## src/rtl/cam_link_pkg.sv

```systemverilog
package cam_link_pkg;

    // ============================================================
    // Widths
    // ============================================================

    typedef logic [25:0] mem_addr_t;   // PCMCIA address
    typedef logic [15:0] mem_word_t;   // Memory data word
    typedef logic [7:0]  tpdu_byte_t;  // One TPDU byte
    typedef logic [15:0] buf_len_t;    // Sizes, pointers, counts

    // ============================================================
    // Addresses and protocol constants
    // ============================================================

    localparam mem_addr_t  SIZE_LS_ADDR   = 26'h000200; // Buffer size reg, attribute space
    localparam mem_addr_t  DATA_BUF_ADDR  = 26'h000600; // Data buffer base, common space
    localparam tpdu_byte_t TAG_CREATE_TC  = 8'h82;      // Create transport connection
    localparam buf_len_t   TPDU_HDR_BYTES = 16'd3;      // Tag plus two length bytes

    // Link controller states
    typedef enum logic [3:0] {
        IDLE,
        INIT,       // Size write goes out here
        SIZE_NEG,   // Waiting on size write
        WAIT_LINK,  // Create-TC write goes out here
        CREATE_TC,  // Waiting on create-TC write
        ACTIVE,
        READ_TPDU,
        WRITE_TPDU,
        DELETE_TC,
        ERROR
    } link_state_e;

    // ============================================================
    // Bundles
    // ============================================================

    typedef struct packed {
        mem_addr_t addr;
        mem_word_t wdata;
        logic      read;   // One-cycle strobe
        logic      write;  // One-cycle strobe
        logic      attr;   // Attribute memory select
    } mem_req_t;

    // Byte from the host, held until tx_busy falls
    typedef struct packed {
        logic       valid;
        tpdu_byte_t data;
        logic       first;
        logic       last;
    } host_byte_t;

    typedef struct packed {
        logic       valid;  // Data byte strobe
        tpdu_byte_t data;
        logic       first;  // With the tag byte
        logic       last;   // With the final data byte
    } rx_byte_t;

endpackage
```

## src/rtl/cam_link_top.sv

```systemverilog
`timescale 1ns/1ps

module cam_link_top #(
    parameter int TIMEOUT_CYCLES = 255  // Negotiation timeout in cycles
) (
    input  logic                     clk,
    input  logic                     rst_n,
    // CAM memory port
    output cam_link_pkg::mem_req_t   mem_req,
    input  cam_link_pkg::mem_word_t  mem_rdata,
    input  logic                     mem_ready,
    // Host transmit side
    input  cam_link_pkg::host_byte_t host_tx,
    output logic                     tx_busy,
    // Receive side
    output cam_link_pkg::rx_byte_t   rx,
    output cam_link_pkg::tpdu_byte_t rx_tag,
    output cam_link_pkg::buf_len_t   rx_length,
    // Link control and session
    input  logic                     link_init,
    input  cam_link_pkg::buf_len_t   buffer_size,
    input  logic                     session_close_req,
    output logic                     link_ready,
    output logic                     link_error,
    output logic                     session_open,
    output cam_link_pkg::buf_len_t   session_number
);

    cam_link_pkg::link_state_e state;
    logic                      done;        // Access finished this cycle
    cam_link_pkg::buf_len_t    write_ptr;
    cam_link_pkg::buf_len_t    read_ptr;
    cam_link_pkg::buf_len_t    data_count;
    cam_link_pkg::buf_len_t    rx_offset;   // Next byte to fetch
    logic                      rx_fetch;

    link_fsm #(
        .TIMEOUT_CYCLES(TIMEOUT_CYCLES)
    ) link_fsm_i (
        .clk               (clk),
        .rst_n             (rst_n),
        .link_init         (link_init),
        .session_close_req (session_close_req),
        .host_tx           (host_tx),
        .done              (done),
        .busy              (tx_busy),    // Pending flag doubles as host busy
        .data_count        (data_count),
        .rx                (rx),
        .state             (state),
        .link_ready        (link_ready),
        .link_error        (link_error),
        .session_open      (session_open),
        .session_number    (session_number)
    );

    cam_mem_port cam_mem_port_i (
        .clk         (clk),
        .rst_n       (rst_n),
        .state       (state),
        .buffer_size (buffer_size),
        .host_tx     (host_tx),
        .write_ptr   (write_ptr),
        .read_ptr    (read_ptr),
        .rx_offset   (rx_offset),
        .rx_fetch    (rx_fetch),
        .mem_ready   (mem_ready),
        .mem_req     (mem_req),
        .done        (done),
        .busy        (tx_busy)
    );

    tpdu_receiver tpdu_receiver_i (
        .clk       (clk),
        .rst_n     (rst_n),
        .state     (state),
        .done      (done),
        .mem_rdata (mem_rdata),
        .rx        (rx),
        .rx_tag    (rx_tag),
        .rx_length (rx_length),
        .rx_offset (rx_offset),
        .rx_fetch  (rx_fetch)
    );

    buffer_tracker buffer_tracker_i (
        .clk        (clk),
        .rst_n      (rst_n),
        .state      (state),
        .done       (done),
        .rx         (rx),
        .rx_length  (rx_length),
        .write_ptr  (write_ptr),
        .read_ptr   (read_ptr),
        .data_count (data_count)
    );

endmodule

```

## src/rtl/buffer_tracker.sv

```systemverilog
`timescale 1ns/1ps

module buffer_tracker (
    input  logic                      clk,
    input  logic                      rst_n,
    input  cam_link_pkg::link_state_e state,
    input  logic                      done,
    input  cam_link_pkg::rx_byte_t    rx,
    input  cam_link_pkg::buf_len_t    rx_length,
    output cam_link_pkg::buf_len_t    write_ptr,
    output cam_link_pkg::buf_len_t    read_ptr,
    output cam_link_pkg::buf_len_t    data_count
);

    cam_link_pkg::buf_len_t tpdu_size;  // Whole TPDU incl. header

    assign tpdu_size = rx_length + cam_link_pkg::TPDU_HDR_BYTES;

    always_ff @(posedge clk or negedge rst_n) begin
        if (!rst_n) begin
            write_ptr  <= '0;
            read_ptr   <= '0;
            data_count <= '0;
        end else if (state == cam_link_pkg::IDLE) begin
            write_ptr  <= '0;   // Fresh buffer per link
            read_ptr   <= '0;
            data_count <= '0;
        end else if (state == cam_link_pkg::WRITE_TPDU && done) begin
            write_ptr  <= write_ptr + 1'b1;   // One byte per write
            data_count <= data_count + 1'b1;
        end else if (rx.last) begin
            read_ptr   <= read_ptr + tpdu_size;  // Skip the consumed TPDU
            data_count <= data_count - tpdu_size;
        end
    end

endmodule

```

## src/rtl/tpdu_receiver.sv

```systemverilog
`timescale 1ns/1ps

module tpdu_receiver (
    input  logic                      clk,
    input  logic                      rst_n,
    input  cam_link_pkg::link_state_e state,
    input  logic                      done,
    input  cam_link_pkg::mem_word_t   mem_rdata,
    output cam_link_pkg::rx_byte_t    rx,
    output cam_link_pkg::tpdu_byte_t  rx_tag,
    output cam_link_pkg::buf_len_t    rx_length,
    output cam_link_pkg::buf_len_t    rx_offset,
    output logic                      rx_fetch
);

    cam_link_pkg::tpdu_byte_t byte_in;   // Low byte of the read word
    cam_link_pkg::buf_len_t   data_idx;  // Position within the data field

    assign byte_in  = mem_rdata[7:0];
    assign data_idx = rx_offset - cam_link_pkg::TPDU_HDR_BYTES;
    // Header always, then data until the length is used up
    assign rx_fetch = (rx_offset < cam_link_pkg::TPDU_HDR_BYTES) || (data_idx < rx_length);

    // ============================================================
    // Byte parser
    // ============================================================

    always_ff @(posedge clk or negedge rst_n) begin
        if (!rst_n) begin
            rx        <= '0;
            rx_tag    <= '0;
            rx_length <= '0;
            rx_offset <= '0;
        end else begin
            rx.valid <= 1'b0;  // Flags are single-cycle pulses
            rx.first <= 1'b0;
            rx.last  <= 1'b0;
            if (state != cam_link_pkg::READ_TPDU) begin
                rx_offset <= '0;
            end else if (done) begin
                rx_offset <= rx_offset + 1'b1;
                case (rx_offset)
                    16'd0: begin
                        rx_tag   <= byte_in;
                        rx.first <= 1'b1;
                    end
                    16'd1: rx_length[15:8] <= byte_in;  // Length is big endian
                    16'd2: begin
                        rx_length[7:0] <= byte_in;
                        // Empty TPDU ends on the header
                        rx.last <= ({rx_length[15:8], byte_in} == '0);
                    end
                    default: begin
                        rx.valid <= 1'b1;
                        rx.data  <= byte_in;
                        rx.last  <= (data_idx + 1'b1 == rx_length);
                    end
                endcase
            end
        end
    end

endmodule

```

## src/rtl/cam_mem_port.sv

```systemverilog
`timescale 1ns/1ps

module cam_mem_port (
    input  logic                      clk,
    input  logic                      rst_n,
    input  cam_link_pkg::link_state_e state,
    input  cam_link_pkg::buf_len_t    buffer_size,
    input  cam_link_pkg::host_byte_t  host_tx,
    input  cam_link_pkg::buf_len_t    write_ptr,
    input  cam_link_pkg::buf_len_t    read_ptr,
    input  cam_link_pkg::buf_len_t    rx_offset,
    input  logic                      rx_fetch,
    input  logic                      mem_ready,
    output cam_link_pkg::mem_req_t    mem_req,
    output logic                      done,
    output logic                      busy
);

    logic                    pending;     // One access in flight
    logic                    issue_rd;
    logic                    issue_wr;
    cam_link_pkg::mem_addr_t next_addr;
    cam_link_pkg::mem_word_t next_wdata;
    logic                    next_attr;

    assign done = pending && mem_ready;  // Ready only counts while pending
    assign busy = pending;

    // ============================================================
    // Access select per state
    // ============================================================

    always_comb begin
        issue_rd   = 1'b0;
        issue_wr   = 1'b0;
        next_attr  = 1'b0;   // Common memory unless size write
        next_addr  = cam_link_pkg::DATA_BUF_ADDR + write_ptr;
        next_wdata = {8'h00, host_tx.data};
        if (!pending) begin
            case (state)
                cam_link_pkg::INIT: begin
                    issue_wr   = 1'b1;
                    next_attr  = 1'b1;
                    next_addr  = cam_link_pkg::SIZE_LS_ADDR;
                    next_wdata = buffer_size;
                end
                cam_link_pkg::WAIT_LINK: begin
                    issue_wr   = 1'b1;
                    next_addr  = cam_link_pkg::DATA_BUF_ADDR;
                    next_wdata = {8'h00, cam_link_pkg::TAG_CREATE_TC};
                end
                // First host byte goes out on the ACTIVE exit edge
                cam_link_pkg::ACTIVE:     issue_wr = host_tx.valid && host_tx.first;
                cam_link_pkg::WRITE_TPDU: issue_wr = host_tx.valid;
                cam_link_pkg::READ_TPDU: begin
                    issue_rd  = rx_fetch;
                    next_addr = cam_link_pkg::DATA_BUF_ADDR + read_ptr + rx_offset;
                end
                default: ;
            endcase
        end
    end

    // Strobes last one cycle, address and data hold
    always_ff @(posedge clk or negedge rst_n) begin
        if (!rst_n) begin
            mem_req <= '0;
            pending <= 1'b0;
        end else begin
            mem_req.read  <= issue_rd;
            mem_req.write <= issue_wr;
            if (issue_rd || issue_wr) begin
                mem_req.addr  <= next_addr;
                mem_req.wdata <= next_wdata;
                mem_req.attr  <= next_attr;
                pending       <= 1'b1;
            end else if (done) begin
                pending <= 1'b0;
            end
        end
    end

endmodule

```

## src/rtl/link_fsm.sv

```systemverilog
`timescale 1ns/1ps

module link_fsm #(
    parameter int TIMEOUT_CYCLES = 255
) (
    input  logic                      clk,
    input  logic                      rst_n,
    input  logic                      link_init,
    input  logic                      session_close_req,
    input  cam_link_pkg::host_byte_t  host_tx,
    input  logic                      done,
    input  logic                      busy,
    input  cam_link_pkg::buf_len_t    data_count,
    input  cam_link_pkg::rx_byte_t    rx,
    output cam_link_pkg::link_state_e state,
    output logic                      link_ready,
    output logic                      link_error,
    output logic                      session_open,
    output cam_link_pkg::buf_len_t    session_number
);

    localparam int TW = $clog2(TIMEOUT_CYCLES + 1);  // Timeout counter width

    cam_link_pkg::link_state_e next_state;
    logic [TW-1:0]             tmo_cnt;
    logic                      tmo_hit;
    logic                      host_start;   // Host opens a new TPDU
    logic                      negotiating;

    assign host_start  = host_tx.valid && host_tx.first && !busy;
    assign negotiating = (state == cam_link_pkg::SIZE_NEG) ||
                         (state == cam_link_pkg::CREATE_TC);
    assign tmo_hit     = (tmo_cnt == TW'(TIMEOUT_CYCLES - 1));

    // ============================================================
    // State register and next state
    // ============================================================

    always_ff @(posedge clk or negedge rst_n) begin
        if (!rst_n) begin
            state <= cam_link_pkg::IDLE;
        end else begin
            state <= next_state;
        end
    end

    always_comb begin
        next_state = state;  // Hold by default
        case (state)
            cam_link_pkg::IDLE:       if (link_init) next_state = cam_link_pkg::INIT;
            cam_link_pkg::INIT:       if (!busy) next_state = cam_link_pkg::SIZE_NEG;
            cam_link_pkg::SIZE_NEG: begin
                if (done) begin
                    next_state = cam_link_pkg::WAIT_LINK;  // Size write accepted
                end else if (tmo_hit) begin
                    next_state = cam_link_pkg::ERROR;
                end
            end
            cam_link_pkg::WAIT_LINK:  if (!busy) next_state = cam_link_pkg::CREATE_TC;
            cam_link_pkg::CREATE_TC: begin
                if (done) begin
                    next_state = cam_link_pkg::ACTIVE;
                end else if (tmo_hit) begin
                    next_state = cam_link_pkg::ERROR;
                end
            end
            cam_link_pkg::ACTIVE: begin
                // Host traffic first, then close, then pending receive data
                if (host_start) begin
                    next_state = cam_link_pkg::WRITE_TPDU;
                end else if (session_close_req) begin
                    next_state = cam_link_pkg::DELETE_TC;
                end else if (data_count != '0) begin
                    next_state = cam_link_pkg::READ_TPDU;
                end
            end
            cam_link_pkg::READ_TPDU:  if (rx.last) next_state = cam_link_pkg::ACTIVE;
            cam_link_pkg::WRITE_TPDU: if (done && host_tx.last) next_state = cam_link_pkg::ACTIVE;
            cam_link_pkg::DELETE_TC:  next_state = cam_link_pkg::IDLE;
            cam_link_pkg::ERROR:      if (!link_init) next_state = cam_link_pkg::IDLE;
            default:                  next_state = cam_link_pkg::IDLE;
        endcase
    end

    // Runs only while a negotiation write is outstanding
    always_ff @(posedge clk or negedge rst_n) begin
        if (!rst_n) begin
            tmo_cnt <= '0;
        end else if (!negotiating) begin
            tmo_cnt <= '0;
        end else if (!tmo_hit) begin
            tmo_cnt <= tmo_cnt + 1'b1;
        end
    end

    // ============================================================
    // Session and status outputs
    // ============================================================

    always_ff @(posedge clk or negedge rst_n) begin
        if (!rst_n) begin
            session_open   <= 1'b0;
            session_number <= '0;
            link_ready     <= 1'b0;
            link_error     <= 1'b0;
        end else begin
            if (state == cam_link_pkg::CREATE_TC && done) begin
                session_open   <= 1'b1;
                session_number <= cam_link_pkg::buf_len_t'(1);  // Single session
            end else if (state == cam_link_pkg::DELETE_TC) begin
                session_open   <= 1'b0;
                session_number <= '0;
            end
            // Ready stays up across transfers
            link_ready <= (state == cam_link_pkg::ACTIVE) ||
                          (state == cam_link_pkg::READ_TPDU) ||
                          (state == cam_link_pkg::WRITE_TPDU);
            link_error <= (state == cam_link_pkg::ERROR);
        end
    end

endmodule

```

## config.mk

```make
export PLATFORM = sky130hd
export DESIGN_NAME = cam_link_top
export DESIGN_NICKNAME = d
export VERILOG_FILES = /design/src/rtl/cam_link_pkg.sv /design/src/rtl/cam_link_top.sv /design/src/rtl/buffer_tracker.sv /design/src/rtl/tpdu_receiver.sv /design/src/rtl/cam_mem_port.sv /design/src/rtl/link_fsm.sv
export SDC_FILE = /design/constraint.sdc
export NUM_CORES = 1
export LEC_CHECK = 0
export ABC_AREA = 1
export BUFFER_PORTS_ARGS = -buffer_cell sky130_fd_sc_hd__buf_2
export CAP_MARGIN = 0
export CELL_PAD_IN_SITES_DETAIL_PLACEMENT = 0
export CELL_PAD_IN_SITES_GLOBAL_PLACEMENT = 1
export CORE_ASPECT_RATIO = 0.75
export CORE_UTILIZATION = 43
export DETAILED_ROUTE_END_ITERATION = 6
export GPL_ROUTABILITY_DRIVEN = 0
export PLACE_DENSITY = 0.88
export SETUP_SLACK_MARGIN = 0.5
export SKIP_LAST_GASP = 1
export SLEW_MARGIN = 10
export SYNTH_ARGS = -nofsm -noshare
export SYNTH_HDL_FRONTEND = slang
export SYNTH_SLANG_ARGS = --single-unit
```

## constraint.sdc

```tcl
create_clock -name clk -period 4.4 [get_ports clk]
set_clock_uncertainty 0.05 [all_clocks]
set_input_delay 0.22 -clock clk [delete_from_list [all_inputs] [get_ports clk]]
set_output_delay 0.22 -clock clk [all_outputs]
set_load 0.01 [all_outputs]
```

==> insert_results.sql, run 1 <==
INSERT INTO impl_metrics (metric_group, metric, value, unit) VALUES
('logic_synthesis', 'post_synth.cell_area_avg', '7.06', 'um2'),
('power', 'vdd_ir_drop_max', '0.000297', 'V'),
('cells_and_area', 'layout.cell_area.non_filler', '13200', 'um2'),
('timing', 'hold_viol', '0', ''),
('min_path', 'worst_hold_path_class', 'input pin to register', ''),
('global_routing', 'global_route.overflow_total', '0', ''),
('placement', 'detailedPlacementHpwl', '25700', 'um'),
('route', 'route.final.wire_length', '32600', 'um'),
('global_routing', 'first_global_vias', '10000', ''),
('clock_network', 'numCtsBuffers', '17', ''),
('power', 'share_comb_of_total_power', '0.467', ''),
('route', 'routed_via_density', '5.18', ''),
('clock_network', 'clkTransAtPathRegs', '0.07', 'ns'),
('cells_and_area', 'layout.nets', '1894', ''),
('power', 'leakagePower', '7.06', 'nW'),
('clock_network', 'clkLatencyLatePin', '0.44', 'ns'),
('clock_network', 'tritoncts', 'built', ''),
('global_routing', 'grt_pass1_wl', '52400', 'um'),
('timing', 'final_setup_viols', '0', ''),
('power', 'swShare', '0.442', ''),
('critical_path', 'critPathRequiredTime', '4.67', 'ns'),
('global_routing', 'grt_antenna_before_repair', '0', ''),
('logic_synthesis', 'synth_top_area_cell', 'dfrtp_1', ''),
('logic_synthesis', 'syn_area', '11500', 'um2'),
('global_routing', 'grt_start_max_net_pins', '63', ''),
('logic_synthesis', 'postSynth.topFlopCell', 'dfrtp_1', ''),
('route', 'detail-route-antenna-nets', '0', ''),
('power', 'power.sequential.fraction', '0.291', ''),
('timing', 'timing_max_transition_violations_final', '0', ''),
('die', 'die_area', '27300', 'um2'),
('clock_network', 'root_driver', 'clkbuf_16', ''),
('logic_synthesis', 'synth.distinct_cells', '62', ''),
('critical_path', 'timing.critical_path.cells', 'inv_1 -> ha_2 -> nor2_2 -> xor2_1 -> inv_1 -> nand3_2 -> nand2_1 -> a21oi_1 -> ha_1 -> inv_1 -> a31oi_1 -> inv_1 -> o21ai_0 -> nand2_1 -> nand2_1 -> nand3_1 -> nand2_1 -> nand2_1 -> nand2_1 -> o21ai_0', ''),
('logic_synthesis', 'synth.top_cell.area_share', '0.332', ''),
('cells_and_area', 'n_antenna_cell', '0', ''),
('logic_synthesis', 'yosys_warnings', '0', ''),
('logic_synthesis', 'synth_top_cells_by_count', 'nand2_1, inv_1, dfrtp_1', ''),
('timing', 'max_freq', '276', 'MHz'),
('critical_path', 'arrival_worst_endpoint', '3.89', 'ns'),
('die', 'fp.dieW', '191', 'um'),
('route', 'wl_per_cell', '15.4', 'um'),
('placement', 'dpl-instance-area', '12400', 'um2'),
('route', 'routed-wl-met3', '1970', 'um'),
('timing', 'period_minus_slack', '3.62', 'ns'),
('route', 'total_iterations_of_the_first_detailed_routing_run', '5', ''),
('die', 'initial_utilization', '0.439', ''),
('logic_synthesis', 'postSynthRegisterBits', '152', ''),
('run', 'max_cap_violations', '0', ''),
('logic_synthesis', 'post_synth_inst_count', '1624', ''),
('route', 'drt-initial-drc-count', '792', ''),
('clock_network', 'ctsLongestPathBuffers', '2', ''),
('die', 'core_ar', '26100', 'um2'),
('timing', 'hold_ws', '0.0169', 'ns'),
('cells_and_area', 'post_route_cells_drive_above_1_share', '0.141', ''),
('outcome', 'outcome', 'complete, no violations', ''),
('clock_network', 'cts_htree_levels', '4', ''),
('die', 'core.rowCount', '51', ''),
('critical_path', 'crit_path_max_incr_delay', '0.44', 'ns'),
('power', 'internal_power', '0.00351', 'W'),
('timing', 'max_slew.worst_pin.slew', '0.971', 'ns'),
('critical_path', 'cp_common_cell', 'nand2_1', ''),
('power', 'power_frac_clock', '0.242', ''),
('route', 'top_layer_used', 'met4', ''),
('cells_and_area', 'post_layout_util', '0.506', ''),
('logic_synthesis', 'ys_async_sr_fraction', '1.00', ''),
('timing', 'min_period_over_period', '0.823', ''),
('critical_path', 'setup.worst_path.class', 'register to register', ''),
('logic_synthesis', 'yosysSeqAreaShare', '0.332', ''),
('logic_synthesis', 'synth_enable_flop_cells', '0', ''),
('logic_synthesis', 'ys_top_cells_by_area', 'dfrtp_1, nand2_1, ha_1, inv_1, a21oi_1', ''),
('die', 'die-height', '143', 'um');
-- critical path: cells and delay by family, from the launching register on --
kind | cells | cell delay (ns)
compound gates | 4 | 0.93
xor+xnor | 1 | 0.38
fa+ha+maj | 2 | 0.47
buf+inv | 4 | 0.39
flops | 1 | 0.44
simple gates | 9 | 0.84
-- cell usage in the layout, fill, tap and decap left out, types with 10 or more instances in the layout --
cell type / count
nor2_1: 136
buf_2: 115
ha_1: 74
nor2_2: 14
dlygate4sd3_1: 10
inv_1: 228
a21oi_1: 123
conb_1: 23
clkbuf_16: 17
o22ai_1: 16
nor3_1: 28
nand2_1: 403
o21ai_0: 117
buf_4: 21
nand3_1: 93
dfrtp_1: 150
xor2_1: 21
nand4_1: 18
nor2_4: 10
nand2_2: 13
-- path summary, 6_finish.rpt --
| path | slack (ns) | start | cells after the start | end |
|---|---|---|---|---|
| worst max-delay path | 0.78 | tpdu_receiver_i.rx_length[0] | 20 | buffer_tracker_i.data_count[12] |
| worst min-delay path | 0.02 | mem_rdata[5] | 3 | tpdu_receiver_i.rx_length[5] |
| worst max register to register | 0.78 | tpdu_receiver_i.rx_length[0] | 20 | buffer_tracker_i.data_count[12] |
| worst min register to register | 0.42 | cam_mem_port_i.mem_req[26] | 2 | cam_mem_port_i.mem_req[26] |
| max in group asynchronous | 2.93 | rst_n | 3 | tpdu_receiver_i.rx_length[0] |
| min in group asynchronous | 0.27 | rst_n | 2 | cam_mem_port_i.mem_req[29] |
-- cells by family after synthesis --
| kind of cell | after synthesis | synth area share |
|---|---|---|
| xor+xnor | 32 | 0.0256 |
| simple gates | 752 | 0.292 |
| mux | 9 | 0.00797 |
| other cells | 1 | 0.000327 |
| compound gates | 315 | 0.151 |
| buf+inv | 285 | 0.104 |
| flops | 152 | 0.332 |
| fa+ha+maj | 78 | 0.0871 |
-- through the flow --
stage	power, W	instances	setup slack [ns]
global route	0.00676	2125	0.487
floorplan	0.00381	1646	1.20
finish	0.00628	2125	0.778
global placement	0.00463	2076	0.639
detailed placement	0.00468	2076	0.587
CTS	0.00622	2118	0.567
-- area by class of cell --
| type | instances | area (um2) |
|---|---|---|
| repair buffers | 148 | 856 |
| well taps | 344 | 430 |
| multi-input cells | 1209 | 6620 |
| clock buffers | 21 | 460 |
| clock inverters | 11 | 138 |
| inverters | 240 | 906 |
| fillers | 2650 | 12900 |
| flip-flops and latches | 152 | 3810 |
-- what timing repair did --
action | in CTS | in global routing
hold endpoints to repair | 69 | 0
buffers inserted | 0 | 7
resized for setup | 0 | 22
hold buffers | 10 | 0
setup endpoints to repair | 0 | 42
-- power groups by stage --
stage	combinational (W)	sequential, W	clock (W)
final	0.00293	0.00183	0.00152
after global routing	0.00331	0.00186	0.00159
after detailed placement	0.00283	0.00185	0
after CTS	0.00285	0.00183	0.00154
after floorplan	0.00194	0.00187	0
after global placement	0.00279	0.00184	0
-- flip-flops by register name, indices dropped and copies added (netlist names), 4 cells and up --
name and flops:
cam_mem_port_i.mem_req 37, buffer_tracker_i.data_count 16, buffer_tracker_i.read_ptr 16, buffer_tracker_i.write_ptr 16
tpdu_receiver_i.rx_length 16, tpdu_receiver_i.rx_offset 16, tpdu_receiver_i.rx 11, link_fsm_i.tmo_cnt 8
tpdu_receiver_i.rx_tag 8, link_fsm_i.state 4
-- per-layer routing --
layer / vias up / track usage
li1: 5556 / -
met1: 5111 / 0.352
met2: 309 / 0.381
met3: 25 / 0.0464
met4: 0 / 0.0594
met5: - / 0
No activity file was read; power rests on OpenSTA's default activity.
==> run 2, diff against run 1 <==
ABC_AREA = 0   (was 1)
CORE_UTILIZATION = 45   (was 43)
clock period = 3.4 ns   (was 4.4 ns; I/O delays follow)
==> insert_results.sql, run 2 <==
INSERT INTO impl_metrics (metric_group, metric, value, unit) VALUES
('critical_path', 'timing.critical_path.cells', 'inv_4 -> ha_4 -> nand3b_1 -> o31a_1 -> nor4_2 -> nand4_1 -> buf_4 -> buf_4 -> buf_4 -> buf_4 -> buf_4 -> buf_4 -> or4_4 -> and3_4 -> or4_4 -> a21oi_2', ''),
('timing', 'final_critical_path_setup_slack', '-0.460', 'ns'),
('logic_synthesis', 'ys_top_cells_by_area', 'dfrtp_1, ha_1, xnor2_1, xor2_1, mux2_2', ''),
('logic_synthesis', 'synth.top_cell.area_share', '0.345', ''),
('min_path', 'worst_hold_path_class', 'input pin to register', ''),
('logic_synthesis', 'post_synth_inst_count', '1253', ''),
('global_routing', 'grt_antenna_before_repair', '0', ''),
('power', 'leakagePower', '7.47', 'nW'),
('run', 'max_cap_violations', '0', ''),
('critical_path', 'startpoint_type', 'register', ''),
('cells_and_area', 'flip_flop_count_of_the_largest_register_all_copies_and_words_added', '37', ''),
('critical_path', 'critPathRequiredTime', '3.73', 'ns'),
('power', 'vdd_ir_drop_max', '0.000530', 'V'),
('die', 'io_pins', '148', ''),
('placement', 'detailedPlacementHpwl', '24100', 'um'),
('logic_synthesis', 'postSynth.topFlopCell', 'dfrtp_1', ''),
('global_routing', 'grt_start_max_net_pins', '79', ''),
('timing', 'timing_max_transition_violations_final', '0', ''),
('critical_path', 'cp_max_fo', '4', ''),
('logic_synthesis', 'synth.distinct_cells', '72', ''),
('global_routing', 'grt.total_usage', '0.275', ''),
('logic_synthesis', 'yosys_warnings', '0', ''),
('route', 'drcViolationCount', '0', ''),
('global_routing', 'first_global_vias', '10300', ''),
('placement', 'count_of_input_and_output_buffers', '116', ''),
('cells_and_area', 'post_route_cells_drive_above_1_share', '0.355', ''),
('power', 'cellPowerDensity', '553', 'nW/um2'),
('critical_path', 'arrival_worst_endpoint', '4.19', 'ns'),
('clock_network', 'clkTransAtPathRegs', '0.07', 'ns'),
('cells_and_area', 'final.fill_count', '1902', ''),
('logic_synthesis', 'synth_top_area_cell', 'dfrtp_1', ''),
('timing', 'grt_setup_unrepaired', 'yes', ''),
('route', 'wl_per_cell', '17.7', 'um'),
('route', 'routed-wl-met3', '2030', 'um'),
('clock_network', 'tritoncts', 'built', ''),
('logic_synthesis', 'syn_area', '11000', 'um2'),
('clock_network', 'cts_htree_levels', '4', ''),
('logic_synthesis', 'post_synth.cell_area_avg', '8.81', 'um2'),
('clock_network', 'root_driver', 'clkbuf_16', ''),
('route', 'wl_met2', '15600', 'um'),
('route', 'routed_via_density', '5.54', ''),
('die', 'core.rowCount', '49', ''),
('route', 'wirelength_met1', '16000', 'um'),
('logic_synthesis', 'synth_enable_flop_cells', '0', ''),
('timing', 'hold_ws', '0.0567', 'ns'),
('timing', 'max_slew.worst_pin.slew', '0.803', 'ns'),
('timing', 'hold_viol', '0', ''),
('die', 'die_area', '25200', 'um2'),
('critical_path', 'setup.worst_path.class', 'register to register', ''),
('power', 'report.power.total', '0.00858', 'W'),
('route', 'route.final.wire_length', '34100', 'um'),
('timing', 'max_freq', '259', 'MHz'),
('route', 'top_layer_used', 'met4', ''),
('timing', 'final_setup_viols', '39', ''),
('critical_path', 'worst_setup_path_end_kind', 'register', ''),
('logic_synthesis', 'yosysSeqAreaShare', '0.345', ''),
('critical_path', 'cpLargestDelayFamily', 'simple AND/OR/NAND/NOR gates', ''),
('route', 'detail-route-antenna-nets', '0', ''),
('global_routing', 'grt_pass1_wl', '54000', 'um'),
('clock_network', 'ctsLongestPathBuffers', '2', ''),
('route', 'dr_total_vias', '10700', ''),
('cells_and_area', 'final_cell_mix', 'buf_4, dfrtp_1, buf_2, nor2_1, nand2_1', ''),
('cells_and_area', 'largest-register', 'cam_mem_port_i.mem_req', ''),
('logic_synthesis', 'synth_top_cells_by_count', 'dfrtp_1, nand2_1, nor2_1', ''),
('route', 'total_iterations_of_the_first_detailed_routing_run', '5', ''),
('critical_path', 'critical_path.n_buffers_inverters', '7', ''),
('outcome', 'outcome', 'complete, but fails checks', ''),
('logic_synthesis', 'postSynthRegisterBits', '152', ''),
('cells_and_area', 'n_antenna_cell', '0', ''),
('global_routing', 'global_route.overflow_total', '0', ''),
('route', 'drt-initial-drc-count', '815', ''),
('timing', 'period_minus_slack', '3.86', 'ns'),
('logic_synthesis', 'synth.most_common_cell', 'dfrtp_1', ''),
('timing', 'slew-limit-headroom', '0.465', ''),
('cells_and_area', 'layout_commonest_cell', 'buf_4', ''),
('critical_path', 'cp_common_cell', 'buf_4', ''),
('die', 'initial_utilization', '0.459', ''),
('die', 'die-height', '138', 'um'),
('cells_and_area', 'layout-area-overhead-vs-synth', '40.6', '%'),
('logic_synthesis', 'ys_async_sr_fraction', '1.00', ''),
('clock_network', 'clkLatencyLatePin', '0.45', 'ns'),
('die', 'fp.dieW', '183', 'um'),
('critical_path', 'crit_slowest_cell', 'or4_4', ''),
('outcome', 'violated_checks', 'negative setup slack', ''),
('clock_network', 'numCtsBuffers', '17', ''),
('placement', 'place_worst_setup_slack', '-0.420', 'ns'),
('die', 'core_ar', '24000', 'um2'),
('cells_and_area', 'layout.nets', '1715', ''),
('clock_network', 'cts_sinks', '152', ''),
('timing', 'min_period_over_period', '1.14', ''),
('critical_path', 'crit_path_max_incr_delay', '0.51', 'ns');
[run 2: metrics by stage]
| step | instance area [um2] | cells | utilization | TNS [ns] |
|---|---|---|---|---|
| 2_1_floorplan | 11500 | 1275 | - | -1.43 |
| 3_3_place_gp | 13200 | 1806 | 0.551 | -6.21 |
| 3_5_place_dp | 13200 | 1806 | 0.551 | -8.32 |
| 4_1_cts | 15200 | 1920 | 0.631 | -7.51 |
| 5_1_grt | 15500 | 1933 | 0.646 | -16.15 |
| 6_report | 15500 | 1933 | 0.646 | -12.45 |
[run 2: repair_timing]
action | 4_1_cts | 5_1_grt
hold buffers | 35 | 0
pin swaps | 48 | 42
resized for setup | 107 | 62
setup endpoints to repair | 56 | 74
cloned | 8 | 0
endpoints found under the hold margin | 127 | 0
buffers inserted | 39 | 13
[run 2: kinds of logic (layout without fill, tap and decap cells)]
logic type,after synthesis,count (layout),synth area share
mux,49,49,0.0492
fa+ha+maj,78,78,0.0905
other cells,1,23,0.000340
simple gates,432,432,0.194
xor+xnor,134,134,0.107
buf+inv,143,470,0.0622
compound gates,264,264,0.152
flops,152,152,0.345
[run 2: power breakdown]
part	switching, W	internal (W)	total [W]
Combinational	0.00214	0.00215	0.00429
Sequential	0.000246	0.00214	0.00238
Clock	0.000863	0.00105	0.00191
[run 2: routing by layer]
layer / track usage / up-vias
met5: 0 / -
met4: 0.0690 / 0
met3: 0.0494 / 49
met2: 0.428 / 325
met1: 0.396 / 5264
li1: - / 5074
[run 2: layout make-up]
class,instances,area [um2],area share
multi-input cells,980,7530,0.485
flip-flops and latches,152,3810,0.245
repair buffers,377,2950,0.190
clock buffers,19,443,0.0285
well taps,331,414,0.0267
inverters,61,231,0.0149
clock inverters,13,135,0.00871
[run 2: worst reg2reg max path, cell delays in order, from the launching register on]
cell and delay [ns]:
dfrtp_1 0.42, inv_4 0.05, ha_4 0.16, nand3b_1 0.21
o31a_1 0.36, nor4_2 0.29, nand4_1 0.21, buf_4 0.19
buf_4 0.12, buf_4 0.12, buf_4 0.12, buf_4 0.12
buf_4 0.13, or4_4 0.51, and3_4 0.20, or4_4 0.41
a21oi_2 0.13
[run 2: path summary, 6_finish.rpt]
kind | from | endpoint | slack (ns) | depth (start not counted)
max | tpdu_receiver_i.rx_length[0] | buffer_tracker_i.data_count[15] | -0.46 | 16
min | session_close_req | link_fsm_i.state[3] | 0.06 | 3
max reg2reg | tpdu_receiver_i.rx_length[0] | buffer_tracker_i.data_count[15] | -0.46 | 16
min reg2reg | cam_mem_port_i.mem_req[0] | cam_mem_port_i.mem_req[0] | 0.43 | 2
max in group asynchronous | rst_n | link_fsm_i.tmo_cnt[2] | 2.15 | 3
min in group asynchronous | rst_n | tpdu_receiver_i.rx_offset[14] | 0.28 | 2
==> run 3, diff against run 2 <==
CAP_MARGIN = 20   (was 0)
clock period = 3.6 ns   (was 3.4 ns; I/O delays follow)
==> insert_results.sql, run 3 (synthesized netlist as in run 2, its figures left out) <==
INSERT INTO impl_metrics (metric_group, metric, value, unit) VALUES
('die', 'initial_utilization', '0.459', ''),
('die', 'core_ar', '24000', 'um2'),
('power', 'cellPowerDensity', '533', 'nW/um2'),
('timing', 'min_period_over_period', '1.04', ''),
('cells_and_area', 'layout.nets', '1661', ''),
('placement', 'detailedPlacementHpwl', '23000', 'um'),
('clock_network', 'cts_sinks', '152', ''),
('power', 'power_frac_clock', '0.227', ''),
('global_routing', 'grt_pass1_wl', '51500', 'um'),
('timing', 'hold_viol', '0', ''),
('cells_and_area', 'final_cell_mix', 'dfrtp_1, buf_4, buf_2, nor2_1, nand2_1', ''),
('die', 'die-height', '138', 'um'),
('global_routing', 'grt_antenna_before_repair', '0', ''),
('route', 'detail-route-antenna-nets', '0', ''),
('timing', 'max_slew.worst_pin.slew', '0.965', 'ns'),
('critical_path', 'worst_setup_path_end_kind', 'register', ''),
('clock_network', 'root_driver', 'clkbuf_16', ''),
('critical_path', 'cp_max_fo', '4', ''),
('die', 'fp.dieW', '183', 'um'),
('route', 'dr_total_vias', '10300', ''),
('route', 'routed_via_density', '5.51', ''),
('cells_and_area', 'layout-area-overhead-vs-synth', '36.4', '%'),
('cells_and_area', 'flip_flop_count_of_the_largest_register_all_copies_and_words_added', '37', ''),
('power', 'swShare', '0.385', ''),
('timing', 'period_minus_slack', '3.76', 'ns'),
('critical_path', 'r2r-end', 'buffer_tracker_i.data_count[15]', ''),
('timing', 'slew-limit-headroom', '0.354', ''),
('critical_path', 'worst_r2r_startpoint', 'tpdu_receiver_i.rx_length[0]', ''),
('power', 'power.net_switching', '0.00309', 'W'),
('route', 'route.final.wire_length', '33300', 'um'),
('timing', 'final_setup_viols', '10', ''),
('clock_network', 'ctsLongestPathBuffers', '2', ''),
('placement', 'dpl-instance-area', '12700', 'um2'),
('critical_path', 'crit_slowest_cell', 'or4_1', ''),
('route', 'drcViolationCount', '0', ''),
('cells_and_area', 'final.fill_count', '1925', ''),
('outcome', 'violated_checks', 'negative setup slack', ''),
('critical_path', 'startpoint_type', 'register', ''),
('critical_path', 'endpoint', 'buffer_tracker_i.data_count[15]', ''),
('min_path', 'min_path_cells', '2', ''),
('global_routing', 'global_route.overflow_total', '0', ''),
('global_routing', 'first_global_vias', '9670', ''),
('critical_path', 'setup.worst_path.class', 'register to register', ''),
('global_routing', 'grt.total_usage', '0.264', ''),
('critical_path', 'arrival_worst_endpoint', '4.09', 'ns'),
('clock_network', 'clkTransAtPathRegs', '0.08', 'ns'),
('route', 'drt-initial-drc-count', '890', ''),
('run', 'max_cap_violations', '0', ''),
('cells_and_area', 'largest-register', 'cam_mem_port_i.mem_req', ''),
('clock_network', 'numCtsBuffers', '17', ''),
('die', 'io_pins', '148', ''),
('critical_path', 'rr_worst_depth', '18', ''),
('cells_and_area', 'layout.cell_area.non_filler', '15100', 'um2'),
('critical_path', 'timing.reg2reg.setup_slack', '-0.16', 'ns'),
('critical_path', 'critPathRequiredTime', '3.93', 'ns'),
('die', 'die_area', '25200', 'um2'),
('power', 'power.sequential.fraction', '0.280', ''),
('outcome', 'outcome', 'complete, but fails checks', ''),
('clock_network', 'tritoncts', 'built', ''),
('cells_and_area', 'finalNonFillerCells', '1879', ''),
('placement', 'dp.cells', '1753', ''),
('cells_and_area', 'post_route_cells_drive_above_1_share', '0.339', ''),
('min_path', 'worst_hold_path_class', 'input pin to register', ''),
('clock_network', 'cts_htree_levels', '4', ''),
('placement', 'count_of_input_and_output_buffers', '116', ''),
('route', 'total_iterations_of_the_first_detailed_routing_run', '6', ''),
('timing', 'max_freq', '266', 'MHz'),
('power', 'share_comb_of_total_power', '0.493', ''),
('cells_and_area', 'n_antenna_cell', '0', ''),
('min_path', 'hold_start', 'mem_rdata[0]', ''),
('timing', 'timing_max_transition_violations_final', '0', ''),
('timing', 'final_critical_path_setup_slack', '-0.157', 'ns'),
('clock_network', 'clkLatencyLatePin', '0.45', 'ns'),
('critical_path', 'crit_path_max_incr_delay', '0.48', 'ns'),
('timing', 'grt_setup_unrepaired', 'yes', ''),
('critical_path', 'timing.critical_path.cells', 'inv_4 -> ha_4 -> and3b_1 -> buf_6 -> mux2i_4 -> o22ai_4 -> buf_6 -> nand4_1 -> xnor2_1 -> nor2_1 -> ha_1 -> and2_1 -> a31oi_2 -> nand3_1 -> a31oi_1 -> a21oi_1 -> or4_1 -> a21oi_1', ''),
('power', 'vdd_ir_drop_max', '0.000389', 'V'),
('global_routing', 'grt_start_max_net_pins', '67', ''),
('cells_and_area', 'layout_commonest_cell', 'dfrtp_1', ''),
('route', 'wl_per_cell', '17.7', 'um'),
('power', 'internal_power', '0.00494', 'W'),
('die', 'core.rowCount', '49', ''),
('power', 'leakagePower', '7.14', 'nW'),
('critical_path', 'timing.critical_path.from', 'tpdu_receiver_i.rx_length[0]', '');
[run 3: cell count changes in the layout (fill, tap and decap cells not counted), sizes merged]
cell and change:
buf -54, dlygate4sd3 -2, clkinvlp -2, clkinv -1
inv +2, clkbuf +1, nor2 +2
[run 3: stage by stage]
step,total power (W),utilization,setup TNS [ns],hold slack [ns],setup WS (ns)
final,0.00803,0.626,-0.336,0.0113,-0.157
after global placement,0.00496,0.530,-0.136,0.180,-0.136
after CTS,0.00769,0.604,-0.105,0.00323,-0.0996
after floorplan,0.00415,-,-0.0466,-0.166,-0.0466
after detailed placement,0.00501,0.530,-0.380,0.186,-0.215
after global routing,0.00847,0.626,-3.13,0.0152,-0.423
[run 3: cell type report]
class / count / area (um2) / area share
multi-input combinational: 982 / 7550 / 0.502
sequential: 152 / 3810 / 0.253
timing repair buffer: 321 / 2460 / 0.164
clock buffer: 20 / 447 / 0.0297
tap: 331 / 414 / 0.0275
inverter: 61 / 231 / 0.0154
clock inverter: 12 / 135 / 0.00898
[run 3: critical path: cells and delay by family, from the launching register on]
family	cells	cell delay (ns)
XOR/XNOR	1	0.21
adder cells (fa/ha/maj)	2	0.45
multiplexers	1	0.18
buffers and inverters	3	0.35
AND/OR/NAND/NOR	6	1.28
flip-flops	1	0.42
AO/OA/AOI/OAI	5	0.77
[run 3: worst min path at each step]
stage	endpoint
finish	tpdu_receiver_i.rx_tag[0]
global route	tpdu_receiver_i.rx_tag[0]
CTS	tpdu_receiver_i.rx[2]
detailed placement	tpdu_receiver_i.rx_offset[8]
global placement	tpdu_receiver_i.rx_offset[8]
floorplan	buffer_tracker_i.data_count[0]
[run 3: power groups by stage]
stage                     combinational (W)  sequential (W)  clock, W
after floorplan                     0.00184         0.00231         0
after global placement              0.00273         0.00223         0
after detailed placement            0.00277         0.00224         0
after CTS                           0.00362         0.00222   0.00184
after global routing                0.00429         0.00228   0.00190
final                               0.00396         0.00225   0.00182
[run 3: timing repair]
item,in CTS,in global routing
endpoints found under the hold margin,106,0
hold buffers,33,0
cloned,8,0
resized for setup,96,91
buffers inserted,37,15
pin swaps,65,65
setup endpoints to repair,53,55
[run 3: layer usage]
layer,track usage,part of all wire,vias up
met4,0.0787,0.019,0
li1,-,-,4970
met1,0.376,0.48,5045
met3,0.0505,0.050,43
met2,0.404,0.45,286
met5,0,0,-
